`src/common/req_dist_defs.svh`:
```
`ifndef REQ_DIST_DEFS_SVH
`define REQ_DIST_DEFS_SVH

// Fan-out of the distributor
`define REQ_NUM_REQUESTORS 4

// Payload field widths
`define REQ_ADDR_W 32
`define REQ_DATA_W 32
`define REQ_TAG_W  8

// Request FIFO sizing
`define REQ_FIFO_DEPTH  16
`define REQ_PROG_THRESH 12

// Cycles of reset-busy after reset is released
`define REQ_RST_BUSY_CYCLES 4

`endif

```
`src/common/req_dist_pkg.sv`:
```
`default_nettype none

`include "req_dist_defs.svh"

package req_dist_pkg;

  // One bit per output requestor
  typedef logic [`REQ_NUM_REQUESTORS-1:0] requestor_mask_t;

  // ----------------------------------------------------------
  // Memory request packet
  // ----------------------------------------------------------
  // dest sits in the top bits, 76 bits total
  typedef struct packed {
    requestor_mask_t        dest;
    logic [`REQ_TAG_W-1:0]  tag;
    logic [`REQ_ADDR_W-1:0] addr;
    logic [`REQ_DATA_W-1:0] data;
  } request_payload_t;

endpackage : req_dist_pkg

`default_nettype wire

```
`src/hw/req_dist_top.sv`:
```
`timescale 1ns/1ps
`default_nettype none

module req_dist_top (
  input  logic                           ap_clk,
  input  logic                           areset_control,
  input  logic                           in_valid,
  input  req_dist_pkg::request_payload_t in_payload,
  input  req_dist_pkg::requestor_mask_t  ready,
  output req_dist_pkg::requestor_mask_t  out_valid,
  output req_dist_pkg::request_payload_t out_payload,
  output logic                           fifo_full,
  output logic                           fifo_empty,
  output logic                           fifo_prog_full,
  output logic                           setup
);

  // ----------------------------------------------------------
  // Demux wiring
  // ----------------------------------------------------------
  req_dist_pkg::requestor_mask_t  demux_out_valid;
  req_dist_pkg::request_payload_t demux_out_payload;
  logic                           demux_fifo_full;
  logic                           demux_fifo_empty;
  logic                           demux_fifo_prog_full;
  logic                           demux_setup;

  // Reset goes straight through, no extra stage
  request_demux u_request_demux (
    .ap_clk         (ap_clk),
    .areset_control (areset_control),
    .in_valid       (in_valid),
    .in_payload     (in_payload),
    .ready          (ready),
    .out_valid      (demux_out_valid),
    .out_payload    (demux_out_payload),
    .fifo_full      (demux_fifo_full),
    .fifo_empty     (demux_fifo_empty),
    .fifo_prog_full (demux_fifo_prog_full),
    .setup          (demux_setup)
  );

  // Outputs
  assign out_valid      = demux_out_valid;
  assign out_payload    = demux_out_payload;
  assign fifo_full      = demux_fifo_full;
  assign fifo_empty     = demux_fifo_empty;
  assign fifo_prog_full = demux_fifo_prog_full;
  assign setup          = demux_setup;

endmodule : req_dist_top

`default_nettype wire

```
`src/hw/req_fifo_sync.sv`:
```
`timescale 1ns/1ps
`default_nettype none

`include "req_dist_defs.svh"

module req_fifo_sync #(
  parameter int DEPTH           = `REQ_FIFO_DEPTH,
  parameter int PROG_THRESH     = `REQ_PROG_THRESH,
  parameter int RST_BUSY_CYCLES = `REQ_RST_BUSY_CYCLES
) (
  input  logic                          ap_clk,
  input  logic                          areset_control,
  input  logic                          wr_en,
  input  req_dist_pkg::request_payload_t din,
  input  logic                          rd_en,
  output req_dist_pkg::request_payload_t dout,
  output logic                          full,
  output logic                          empty,
  output logic                          prog_full,
  output logic                          rst_busy
);

  localparam int PTR_W  = $clog2(DEPTH);
  localparam int CNT_W  = $clog2(DEPTH + 1);
  localparam int BUSY_W = $clog2(RST_BUSY_CYCLES + 1);

  req_dist_pkg::request_payload_t mem [DEPTH];

  logic [PTR_W-1:0]  wr_ptr;
  logic [PTR_W-1:0]  rd_ptr;
  logic [CNT_W-1:0]  count;
  logic [BUSY_W-1:0] busy_cnt;
  logic              do_wr;
  logic              do_rd;

  // ----------------------------------------------------------
  // Reset-busy window
  // ----------------------------------------------------------
  always_ff @(posedge ap_clk) begin
    if (areset_control) begin
      busy_cnt <= BUSY_W'(RST_BUSY_CYCLES);
    end else if (busy_cnt != '0) begin
      busy_cnt <= busy_cnt - 1'b1;
    end
  end

  assign rst_busy = (busy_cnt != '0);

  // Accesses are dropped while busy or when they would overflow
  assign do_wr = wr_en & ~full & ~rst_busy;
  assign do_rd = rd_en & ~empty & ~rst_busy;

  // ----------------------------------------------------------
  // Pointers and occupancy
  // ----------------------------------------------------------
  always_ff @(posedge ap_clk) begin
    if (areset_control) begin
      wr_ptr <= '0;
      rd_ptr <= '0;
      count  <= '0;
    end else begin
      if (do_wr) begin
        wr_ptr <= (wr_ptr == PTR_W'(DEPTH - 1)) ? '0 : wr_ptr + 1'b1;
      end
      if (do_rd) begin
        rd_ptr <= (rd_ptr == PTR_W'(DEPTH - 1)) ? '0 : rd_ptr + 1'b1;
      end
      case ({do_wr, do_rd})
        2'b10:   count <= count + 1'b1;
        2'b01:   count <= count - 1'b1;
        default: count <= count;
      endcase
    end
  end

  // Storage array
  always_ff @(posedge ap_clk) begin
    if (do_wr) begin
      mem[wr_ptr] <= din;
    end
  end

  // ----------------------------------------------------------
  // Status and first-word-fall-through read port
  // ----------------------------------------------------------
  assign dout      = mem[rd_ptr];
  assign empty     = (count == '0);
  assign full      = (count == CNT_W'(DEPTH));
  assign prog_full = (count >= CNT_W'(PROG_THRESH));

endmodule : req_fifo_sync

`default_nettype wire

```
`src/request_demux/request_demux.sv`:
```
`timescale 1ns/1ps
`default_nettype none

module request_demux (
  input  logic                           ap_clk,
  input  logic                           areset_control,
  input  logic                           in_valid,
  input  req_dist_pkg::request_payload_t in_payload,
  input  req_dist_pkg::requestor_mask_t  ready,
  output req_dist_pkg::requestor_mask_t  out_valid,
  output req_dist_pkg::request_payload_t out_payload,
  output logic                           fifo_full,
  output logic                           fifo_empty,
  output logic                           fifo_prog_full,
  output logic                           setup
);

  // ----------------------------------------------------------
  // Internal signals
  // ----------------------------------------------------------
  logic                           in_valid_q;
  req_dist_pkg::request_payload_t in_payload_q;
  req_dist_pkg::requestor_mask_t  ready_q;

  logic                           fifo_wr_en;
  logic                           fifo_rd_en;
  logic                           fifo_rst_busy;
  req_dist_pkg::request_payload_t fifo_dout;
  req_dist_pkg::requestor_mask_t  head_ready;

  // Packet popped last cycle, waiting for the output stage
  logic                           head_valid;
  req_dist_pkg::request_payload_t head_payload;

  // ----------------------------------------------------------
  // Input and ready registers
  // ----------------------------------------------------------
  always_ff @(posedge ap_clk) begin
    if (areset_control) begin
      in_valid_q <= 1'b0;
      ready_q    <= '0;
    end else begin
      in_valid_q <= in_valid;
      ready_q    <= ready;
    end
  end

  always_ff @(posedge ap_clk) begin
    in_payload_q <= in_payload;
  end

  // Zero-destination packets never enter the FIFO
  assign fifo_wr_en = in_valid_q & (|in_payload_q.dest);

  // ----------------------------------------------------------
  // Multicast pop
  // ----------------------------------------------------------
  // Head leaves only when every named requestor was ready
  assign head_ready = ready_q & fifo_dout.dest;
  assign fifo_rd_en = ~fifo_empty & (head_ready == fifo_dout.dest);

  always_ff @(posedge ap_clk) begin
    if (areset_control) begin
      head_valid <= 1'b0;
    end else begin
      head_valid <= fifo_rd_en;
    end
  end

  always_ff @(posedge ap_clk) begin
    if (fifo_rd_en) begin
      head_payload <= fifo_dout;
    end
  end

  // ----------------------------------------------------------
  // Output stage
  // ----------------------------------------------------------
  // All targets of one packet pulse in the same cycle
  always_ff @(posedge ap_clk) begin
    if (areset_control) begin
      out_valid <= '0;
    end else begin
      out_valid <= head_valid ? head_payload.dest : '0;
    end
  end

  // Shared payload bus
  always_ff @(posedge ap_clk) begin
    out_payload <= head_payload;
  end

  // Setup flag, held high through reset
  always_ff @(posedge ap_clk) begin
    if (areset_control) begin
      setup <= 1'b1;
    end else begin
      setup <= fifo_rst_busy;
    end
  end

  // ----------------------------------------------------------
  // Request FIFO
  // ----------------------------------------------------------
  req_fifo_sync u_req_fifo (
    .ap_clk         (ap_clk),
    .areset_control (areset_control),
    .wr_en          (fifo_wr_en),
    .din            (in_payload_q),
    .rd_en          (fifo_rd_en),
    .dout           (fifo_dout),
    .full           (fifo_full),
    .empty          (fifo_empty),
    .prog_full      (fifo_prog_full),
    .rst_busy       (fifo_rst_busy)
  );

endmodule : request_demux

`default_nettype wire

```
`config.mk`:
```
export PLATFORM = sky130hd
export DESIGN_NAME = req_dist_top
export DESIGN_NICKNAME = d
export VERILOG_FILES = /design/src/common/req_dist_pkg.sv /design/src/hw/req_dist_top.sv /design/src/hw/req_fifo_sync.sv /design/src/request_demux/request_demux.sv
export VERILOG_INCLUDE_DIRS = /design/src /design/src/common
export SDC_FILE = /design/constraint.sdc
export NUM_CORES = 1
export LEC_CHECK = 0
export ABC_AREA = 0
export BUFFER_PORTS_ARGS = -buffer_cell sky130_fd_sc_hd__buf_2
export CELL_PAD_IN_SITES_DETAIL_PLACEMENT = 0
export CELL_PAD_IN_SITES_GLOBAL_PLACEMENT = 1
export CORE_UTILIZATION = 40
export CTS_BUF_LIST = sky130_fd_sc_hd__clkbuf_16
export DETAILED_ROUTE_END_ITERATION = 8
export MAX_ROUTING_LAYER = met4
export PLACE_DENSITY_LB_ADDON = 0.1
export SLEW_MARGIN = 25
export SYNTH_ARGS = -nofsm -noshare
export SYNTH_HDL_FRONTEND = slang
export SYNTH_HIERARCHICAL = 1
export SYNTH_SLANG_ARGS = --single-unit
```
`constraint.sdc`:
```
create_clock -name ap_clk -period 10.8 [get_ports ap_clk]
set_input_delay 1.08 -clock ap_clk [delete_from_list [all_inputs] [get_ports ap_clk]]
set_output_delay 1.08 -clock ap_clk [all_outputs]
set_load 0.05 [all_outputs]
```
==> impl_metrics.py, run 1 <==
metrics = {
    "clock_network": {
        "htree_levels": 4,
        "holdBufCountCts": 0,
        "clockBufferDepth": 3,
        "insertion_delay_ns": 0.77,
        "ctsResizeCount": 0,
        "postCtsSetupBuffers": 0,
        "root_buffer": "clkbuf_16",
        "path_clk_slew_ns": 0.06,
        "cts.sinks": 1475,
        "cts_tree": "yes",
        "numCtsBuffers": 158,
    },
    "critical_path": {
        "startpoint_type": "flip-flop",
        "r2r_slack_ns": 6.00,
        "cp.arrival_ns": 5.50,
        "cpMostUsedCell": "ha_1",
        "cp.required_ns": 11.50,
        "worstRegToRegCells": 16,
        "slowest_stage": "dfxtp_4",
        "cp-end-kind": "flip-flop",
        "rr_endpoint": "u_request_demux/u_req_fifo/count[4]",
        "critPathMaxFanout": 143,
        "crit_type": "flip-flop to flip-flop",
        "path_cells": "buf_12, mux4_2, a22oi_1, nand2_1, inv_2, o221ai_2, nor3_2, o211ai_2, inv_1, ha_1, xor2_1, ha_1, o21ai_0, or3_1, a2111o_1, nand4_1",
        "crit_path_max_incr_delay_ns": 0.78,
    },
    "drt": {
        "via_count": 23410,
        "drc": 0,
        "via_per_inst": 5.337,
        "first_iter_violations": 1762,
        "ant_nets": 0,
        "drtPass1Iterations": 5,
        "wl_per_cell_um": 27.37,
        "wl_um": 120100,
    },
    "global_route": {
        "grt-ovfl-total": 0,
        "grt_pass1_wl_um": 175600,
        "antenna_found_initial": 1,
        "grt_pass1_vias": 25470,
        "grtUsageTotal_pct": 19.24,
        "grt_max_degree": 144,
    },
    "timing": {
        "setup_viol": 0,
        "hold_violations": 0,
        "slew_headroom_pct": 28.72,
        "setup_slack_ns": 5.998,
        "period_needed_ns": 4.802,
        "finalCritPeriodShare_pct": 44.47,
        "fmax_mhz": 208.2,
        "skew_ns": 0.02708,
        "worstMarginPinSlew_ns": 1.069,
        "hold_slack_ns": 0.3379,
        "setup-tns-final_ns": 0,
        "finalMaxSlewViolations": 0,
        "rsz0062_at_grt": "false",
    },
    "finish": {
        "area_growth_pct": 15.05,
        "layout-drive-gt1-share_pct": 28.58,
        "seq_area_sq_um": 42470,
        "num-fill-cells": 10790,
        "multi_input_comb_area_sq_um": 9294,
        "final_util_pct": 46.40,
        "fin_area_sq_um": 60160,
        "nNetsFinal": 2608,
        "diodes": 0,
    },
    "logic_synthesis": {
        "synth_warnings": 6,
        "syn_inst": 2257,
        "synth_ff_type": "edfxtp_1",
        "async_flop_share_pct": 0,
        "synth_seq_area_share_pct": 81.20,
        "synth_cell_types": 51,
        "synth_top_area_share_pct": 74.20,
        "synth-seq-cells": 1475,
        "synth.avg_cell_area_sq_um": 23.17,
        "synth_area_sq_um": 52290,
        "synth_area_leaders": "edfxtp_1 74%, mux4_2 13%, dfxtp_1 7.0%, a22oi_1 2.2%, nand2_1 0.59%",
        "synth_most_common_cell": "edfxtp_1",
        "synth.largest_area_cell": "edfxtp_1",
        "syn_nets": 2351,
        "synth_common_cells": "1292 x edfxtp_1, 304 x mux4_2, 183 x dfxtp_1",
        "synth_edf_count": 1292,
    },
    "power_and_ir_drop": {
        "powerDensity_nw_per_um2": 193.7,
        "leakagePower_nw": 19.24,
        "peakVddDrop_uv": 182.0,
    },
    "floorplanning": {
        "die_w_um": 363.6,
        "ios": 167,
        "start_util_pct": 40.33,
        "rows": 132,
        "fp.dieH_um": 363.6,
        "core_area_sq_um": 129600,
        "die-area_sq_um": 132200,
    },
    "min_path": {
        "hold_path_class": "flip-flop to flip-flop",
        "min-delay-start": "u_request_demux/head_payload[19]",
        "hold-path-cell-count": 0,
        "hold_path_end": "u_request_demux/out_payload[19]",
    },
    "place": {
        "io_buffer_count": 166,
        "dp_hpwl_um": 57690,
        "place_ws_ns": 5.613,
        "place_area_sq_um": 55170,
        "gp_congestion": 0.7028,
    },
    "run_status": {
        "status": "finished clean",
    },
    "flow_run": {
        "drv_cap": 0,
    },
}
-- how the worst max path moves through the flow --
stage / to / cells after the start / slack, ns
after global placement: u_request_demux/head_payload[52] / 9 / 5.63
after global routing: u_request_demux/u_req_fifo/count[4] / 16 / 5.60
after CTS: u_request_demux/head_payload[39] / 9 / 5.57
final: u_request_demux/u_req_fifo/count[4] / 16 / 6.00
after detailed placement: u_request_demux/head_payload[52] / 9 / 5.61
after floorplan: u_request_demux/u_req_fifo/count[4] / 19 / 0.99
-- per-layer routing --
metal  global-route usage (%)  vias up  wire length [um]
li1                         -    10000                 -
met1                    25.95    12730             53720
met2                    30.39      518             58920
met3                    3.126      166              5094
met4                    5.311        0              2355
met5                        -        -                 0
-- cells by family (layout without fill, tap and decap cells) --
logic type,after synthesis,after routing,share of synthesized area (%)
flops,1475,1475,81.20
mux,307,307,13.15
compound gates,182,182,2.606
simple gates,153,153,1.445
buf+inv,123,511,1.230
fa+ha+maj,11,11,0.2632
xor+xnor,6,6,0.1005
-- power breakdown --
part | switching [mW] | total [mW] | internal [mW]
clock | 2.15 | 5.12 | 2.98
combinational | 0.133 | 0.197 | 0.0640
sequential | 0.0782 | 6.34 | 6.26
total | 2.36 | 11.7 | 9.30
-- registers in the layout (all words and copies together), names as in the netlist, named ones only --
signal                               count
u_request_demux/in_valid_q               1
u_request_demux/u_req_fifo/wr_ptr        4
u_request_demux/setup                    1
u_request_demux/head_valid               1
u_request_demux/ready_q                  4
u_request_demux/u_req_fifo/rd_ptr        4
u_request_demux/in_payload_q            76
u_request_demux/u_req_fifo/count         5
u_request_demux/u_req_fifo/busy_cnt      3
u_request_demux/u_req_fifo/mem        1216
u_request_demux/out_payload             76
u_request_demux/out_valid                4
u_request_demux/head_payload            76
-- critical path, delay by kind of cell (launching register included) --
| kind | cells | cell delay (ns) |
|---|---|---|
| AOI/OAI and AO/OA | 5 | 0.98 |
| and+or+nand+nor | 4 | 0.81 |
| buffers and inverters | 3 | 0.91 |
| adders and majority gates | 2 | 0.53 |
| xor gates and xnor gates | 1 | 0.19 |
| DFF | 1 | 0.78 |
| muxes | 1 | 0.42 |
-- through the flow --
step / instances / power [mW]
2_1_floorplan: 2257 / 6.557
3_3_place_gp: 4095 / 6.650
3_5_place_dp: 4095 / 6.659
4_1_cts: 4386 / 11.81
5_1_grt: 4387 / 12.05
6_report: 4387 / 11.66
-- layout make-up --
class,count,share of cell area (%)
clock buffer,164,6.822
clock inverter,127,1.408
inverter,11,0.06864
multi-input combinational,659,15.45
sequential,1475,70.60
tap,1742,3.623
timing repair buffer,209,2.032
-- placed cells by master, fill, tap and decap left out, types with 8 or more instances in the layout --
master     synthesis  layout
a22oi_1          152     152
and3_4             0       8
buf_2             22     166
buf_4             13      36
bufinv_16          0      10
clkbuf_16          0     164
clkinv_1           0      32
clkinv_2           0      26
dfxtp_1          183     181
edfxtp_1        1292    1292
ha_1              11      11
inv_1             10      57
mux4_2           304     304
nand2_1           82      82
nor2_1            13      12
(Power assumes the default switching activity.)
==> run 2: changes to the inputs <==
- ABC_AREA: 0 -> 1
- clock period: 10.8 -> 4.2 ns (I/O delays scaled with it)
==> impl_metrics.py, run 2 <==
metrics = {
    "drt": {
        "drc": 0,
        "ant_nets": 0,
        "via_count": 32240,
        "drtPass1Iterations": 7,
        "first_iter_violations": 2109,
        "wl_um": 134800,
        "via_per_inst": 4.958,
        "wl_per_cell_um": 20.72,
    },
    "timing": {
        "setup_slack_ns": 0.7376,
        "worstMarginPinSlew_ns": 1.046,
        "fmax_mhz": 288.8,
        "finalCritPeriodShare_pct": 82.44,
        "skew_ns": 0.02814,
        "period_needed_ns": 3.462,
        "hold_violations": 0,
        "rsz0062_at_grt": "false",
        "setup_viol": 0,
        "slew_headroom_pct": 30.23,
        "finalMaxSlewViolations": 0,
    },
    "critical_path": {
        "cpMostUsedCell": "nand2_1",
        "cp.arrival_ns": 4.11,
        "startpoint_type": "flip-flop",
        "cp-end-kind": "flip-flop",
        "slowest_stage": "dfxtp_4",
        "path_cells": "nand2_1, o211ai_1, nand3_1, nand3_1, nand2_1, nand2_1, nand2_1, nor2_4, inv_1, nor2_1, nand2_1, inv_1, ha_1, nand2_1, inv_1, nor2_1, ha_1, inv_1, nand2_1, xor2_1, o21ai_0, inv_1",
        "cp.required_ns": 4.85,
        "critPathMaxFanout": 67,
        "crit_type": "flip-flop to flip-flop",
        "crit_path_max_incr_delay_ns": 0.76,
    },
    "clock_network": {
        "insertion_delay_ns": 0.78,
        "path_clk_slew_ns": 0.06,
        "htree_levels": 4,
        "cts.sinks": 1475,
        "numCtsBuffers": 160,
        "clockBufferDepth": 3,
        "cts_tree": "yes",
        "ctsResizeCount": 0,
        "root_buffer": "clkbuf_16",
    },
    "logic_synthesis": {
        "synth_area_sq_um": 56260,
        "async_flop_share_pct": 0,
        "synth.largest_area_cell": "edfxtp_1",
        "synth_common_cells": "1292 x edfxtp_1, 652 x inv_1, 469 x nand3_1",
        "synth_seq_area_share_pct": 75.47,
        "synth_warnings": 6,
        "synth.avg_cell_area_sq_um": 13.18,
        "syn_inst": 4268,
        "synth_ff_type": "edfxtp_1",
        "synth_area_leaders": "edfxtp_1 69%, dfxtp_1 6.5%, inv_1 4.3%, nand3_1 4.2%, o211ai_1 3.4%",
        "synth_most_common_cell": "edfxtp_1",
        "synth_cell_types": 27,
        "synth_edf_count": 1292,
        "synth_top_area_share_pct": 68.96,
        "syn_nets": 4362,
        "synth-seq-cells": 1475,
    },
    "global_route": {
        "grt-ovfl-total": 0,
        "grtUsageTotal_pct": 19.70,
        "grt_pass1_vias": 30940,
        "grt_pass1_wl_um": 201300,
        "grt_max_degree": 185,
        "antenna_found_initial": 4,
    },
    "floorplanning": {
        "die-area_sq_um": 142200,
        "fp.dieH_um": 377.0,
        "die_w_um": 377.0,
        "ios": 167,
        "rows": 137,
        "start_util_pct": 40.32,
        "core_area_sq_um": 139500,
    },
    "place": {
        "gp_congestion": 0.7201,
        "dp_hpwl_um": 61710,
        "place_ws_ns": 0.7468,
        "dp_cells": 6121,
        "io_buffer_count": 166,
    },
    "run_status": {
        "status": "finished clean",
    },
    "min_path": {
        "hold_path_class": "input port to flip-flop",
    },
    "flow_run": {
        "drv_cap": 0,
    },
    "finish": {
        "fin_cells": 6502,
        "nNetsFinal": 4587,
        "layout-drive-gt1-share_pct": 11.01,
        "area_growth_pct": 15.16,
        "final_common_cell": "edfxtp_1",
        "largest_reg_flops": 1216,
        "final_util_pct": 46.44,
        "num-fill-cells": 12590,
        "regMostFlops": "u_request_demux/u_req_fifo/mem",
        "final_cell_mix": "1292 x edfxtp_1, 702 x inv_1, 469 x nand3_1, 415 x nand2_1, 316 x a21oi_1",
    },
    "power_and_ir_drop": {
        "peakVddDrop_uv": 316.0,
        "powerDensity_nw_per_um2": 462.3,
        "leakagePower_nw": 22.82,
    },
}
[run 2: cell types whose count changed after synthesis, moves of 26 or more]
cell / previous run / this run
a21oi_1: 7 / 316
o211ai_2: 1 / 52
o211ai_1: 0 / 253
nand2_1: 82 / 415
mux4_2: 304 / 0
inv_1: 10 / 652
nand3_1: 1 / 469
clkbuf_1: 55 / 87
buf_2: 22 / 100
nor2_1: 13 / 39
o21ai_0: 6 / 315
a22oi_1: 152 / 0
[run 2: worst paths after layout]
check	slack, ns	endpoint	cells after the start	from
hold / removal	0.08	u_request_demux/u_req_fifo/wr_ptr[2]	2	areset_control
setup / recovery	0.74	u_request_demux/u_req_fifo/count[2]	22	flip-flop
setup reg to reg	0.74	u_request_demux/u_req_fifo/count[2]	22	flip-flop
hold reg to reg	0.33	u_request_demux/out_payload[24]	0	u_request_demux/head_payload[24]
[run 2: what timing repair did]
item,in CTS,in global routing
hold buffers,86,0
buffers inserted,0,0
endpoints found under the hold margin,81,0
setup endpoints to repair,0,0
[run 2: per-stage QoR]
step	instance area, sq um	total power [mW]	TNS, ns	hold WS (ns)
2_1_floorplan	56270	16.85	-942.92	0.3233
3_3_place_gp	59070	17.13	0	0.3245
3_5_place_dp	59070	17.14	0	0.3269
4_1_cts	64790	30.36	0	0.02218
5_1_grt	64790	31.01	0	0.06041
6_report	64790	29.95	0	0.08318
[run 2: layout make-up]
class	instances	area (sq um)	share of cell area, %
well taps	1876	2347	3.623
repair buffers	317	2505	3.866
flip-flops and latches	1475	42480	65.56
clock buffers	163	4079	6.295
inverters	654	2467	3.808
diodes	2	5.005	0.007724
clock inverters	130	778.2	1.201
multi-input cells	1885	10140	15.64
[run 2: where the power goes]
part | internal, mW | leakage (nW) | switching [mW]
Sequential | 16.1 | 13.2 | 0.197
Combinational | 0.187 | 7.09 | 0.388
Clock | 7.48 | 2.57 | 5.60
[run 2: logic make-up (layout without fill, tap and decap cells)]
group	Yosys count	after routing	share of synthesized area [%]
other	0	2	0
xor gates and xnor gates	4	4	0.06228
buffers and inverters	908	1264	6.747
AOI/OAI and AO/OA	938	938	10.17
DFF	1475	1475	75.47
and+or+nand+nor	932	932	7.303
adders and majority gates	11	11	0.2446
[run 2: routing by layer]
metal	vias to the layer above	track usage, %	wire length, um
met5	-	-	0
met4	0	5.123	2417
met3	166	2.936	5134
met2	581	30.68	63490
met1	15900	27.05	63710
li1	15590	-	-
[run 2: critical path: cells and delay by family, from the launching register on]
family                     cells  cell delay, ns
and+or+nand+nor               12            1.26
DFF                            1            0.76
AOI/OAI and AO/OA              2            0.27
xor gates and xnor gates       1            0.16
buffers and inverters          5            0.40
adders and majority gates      2            0.49
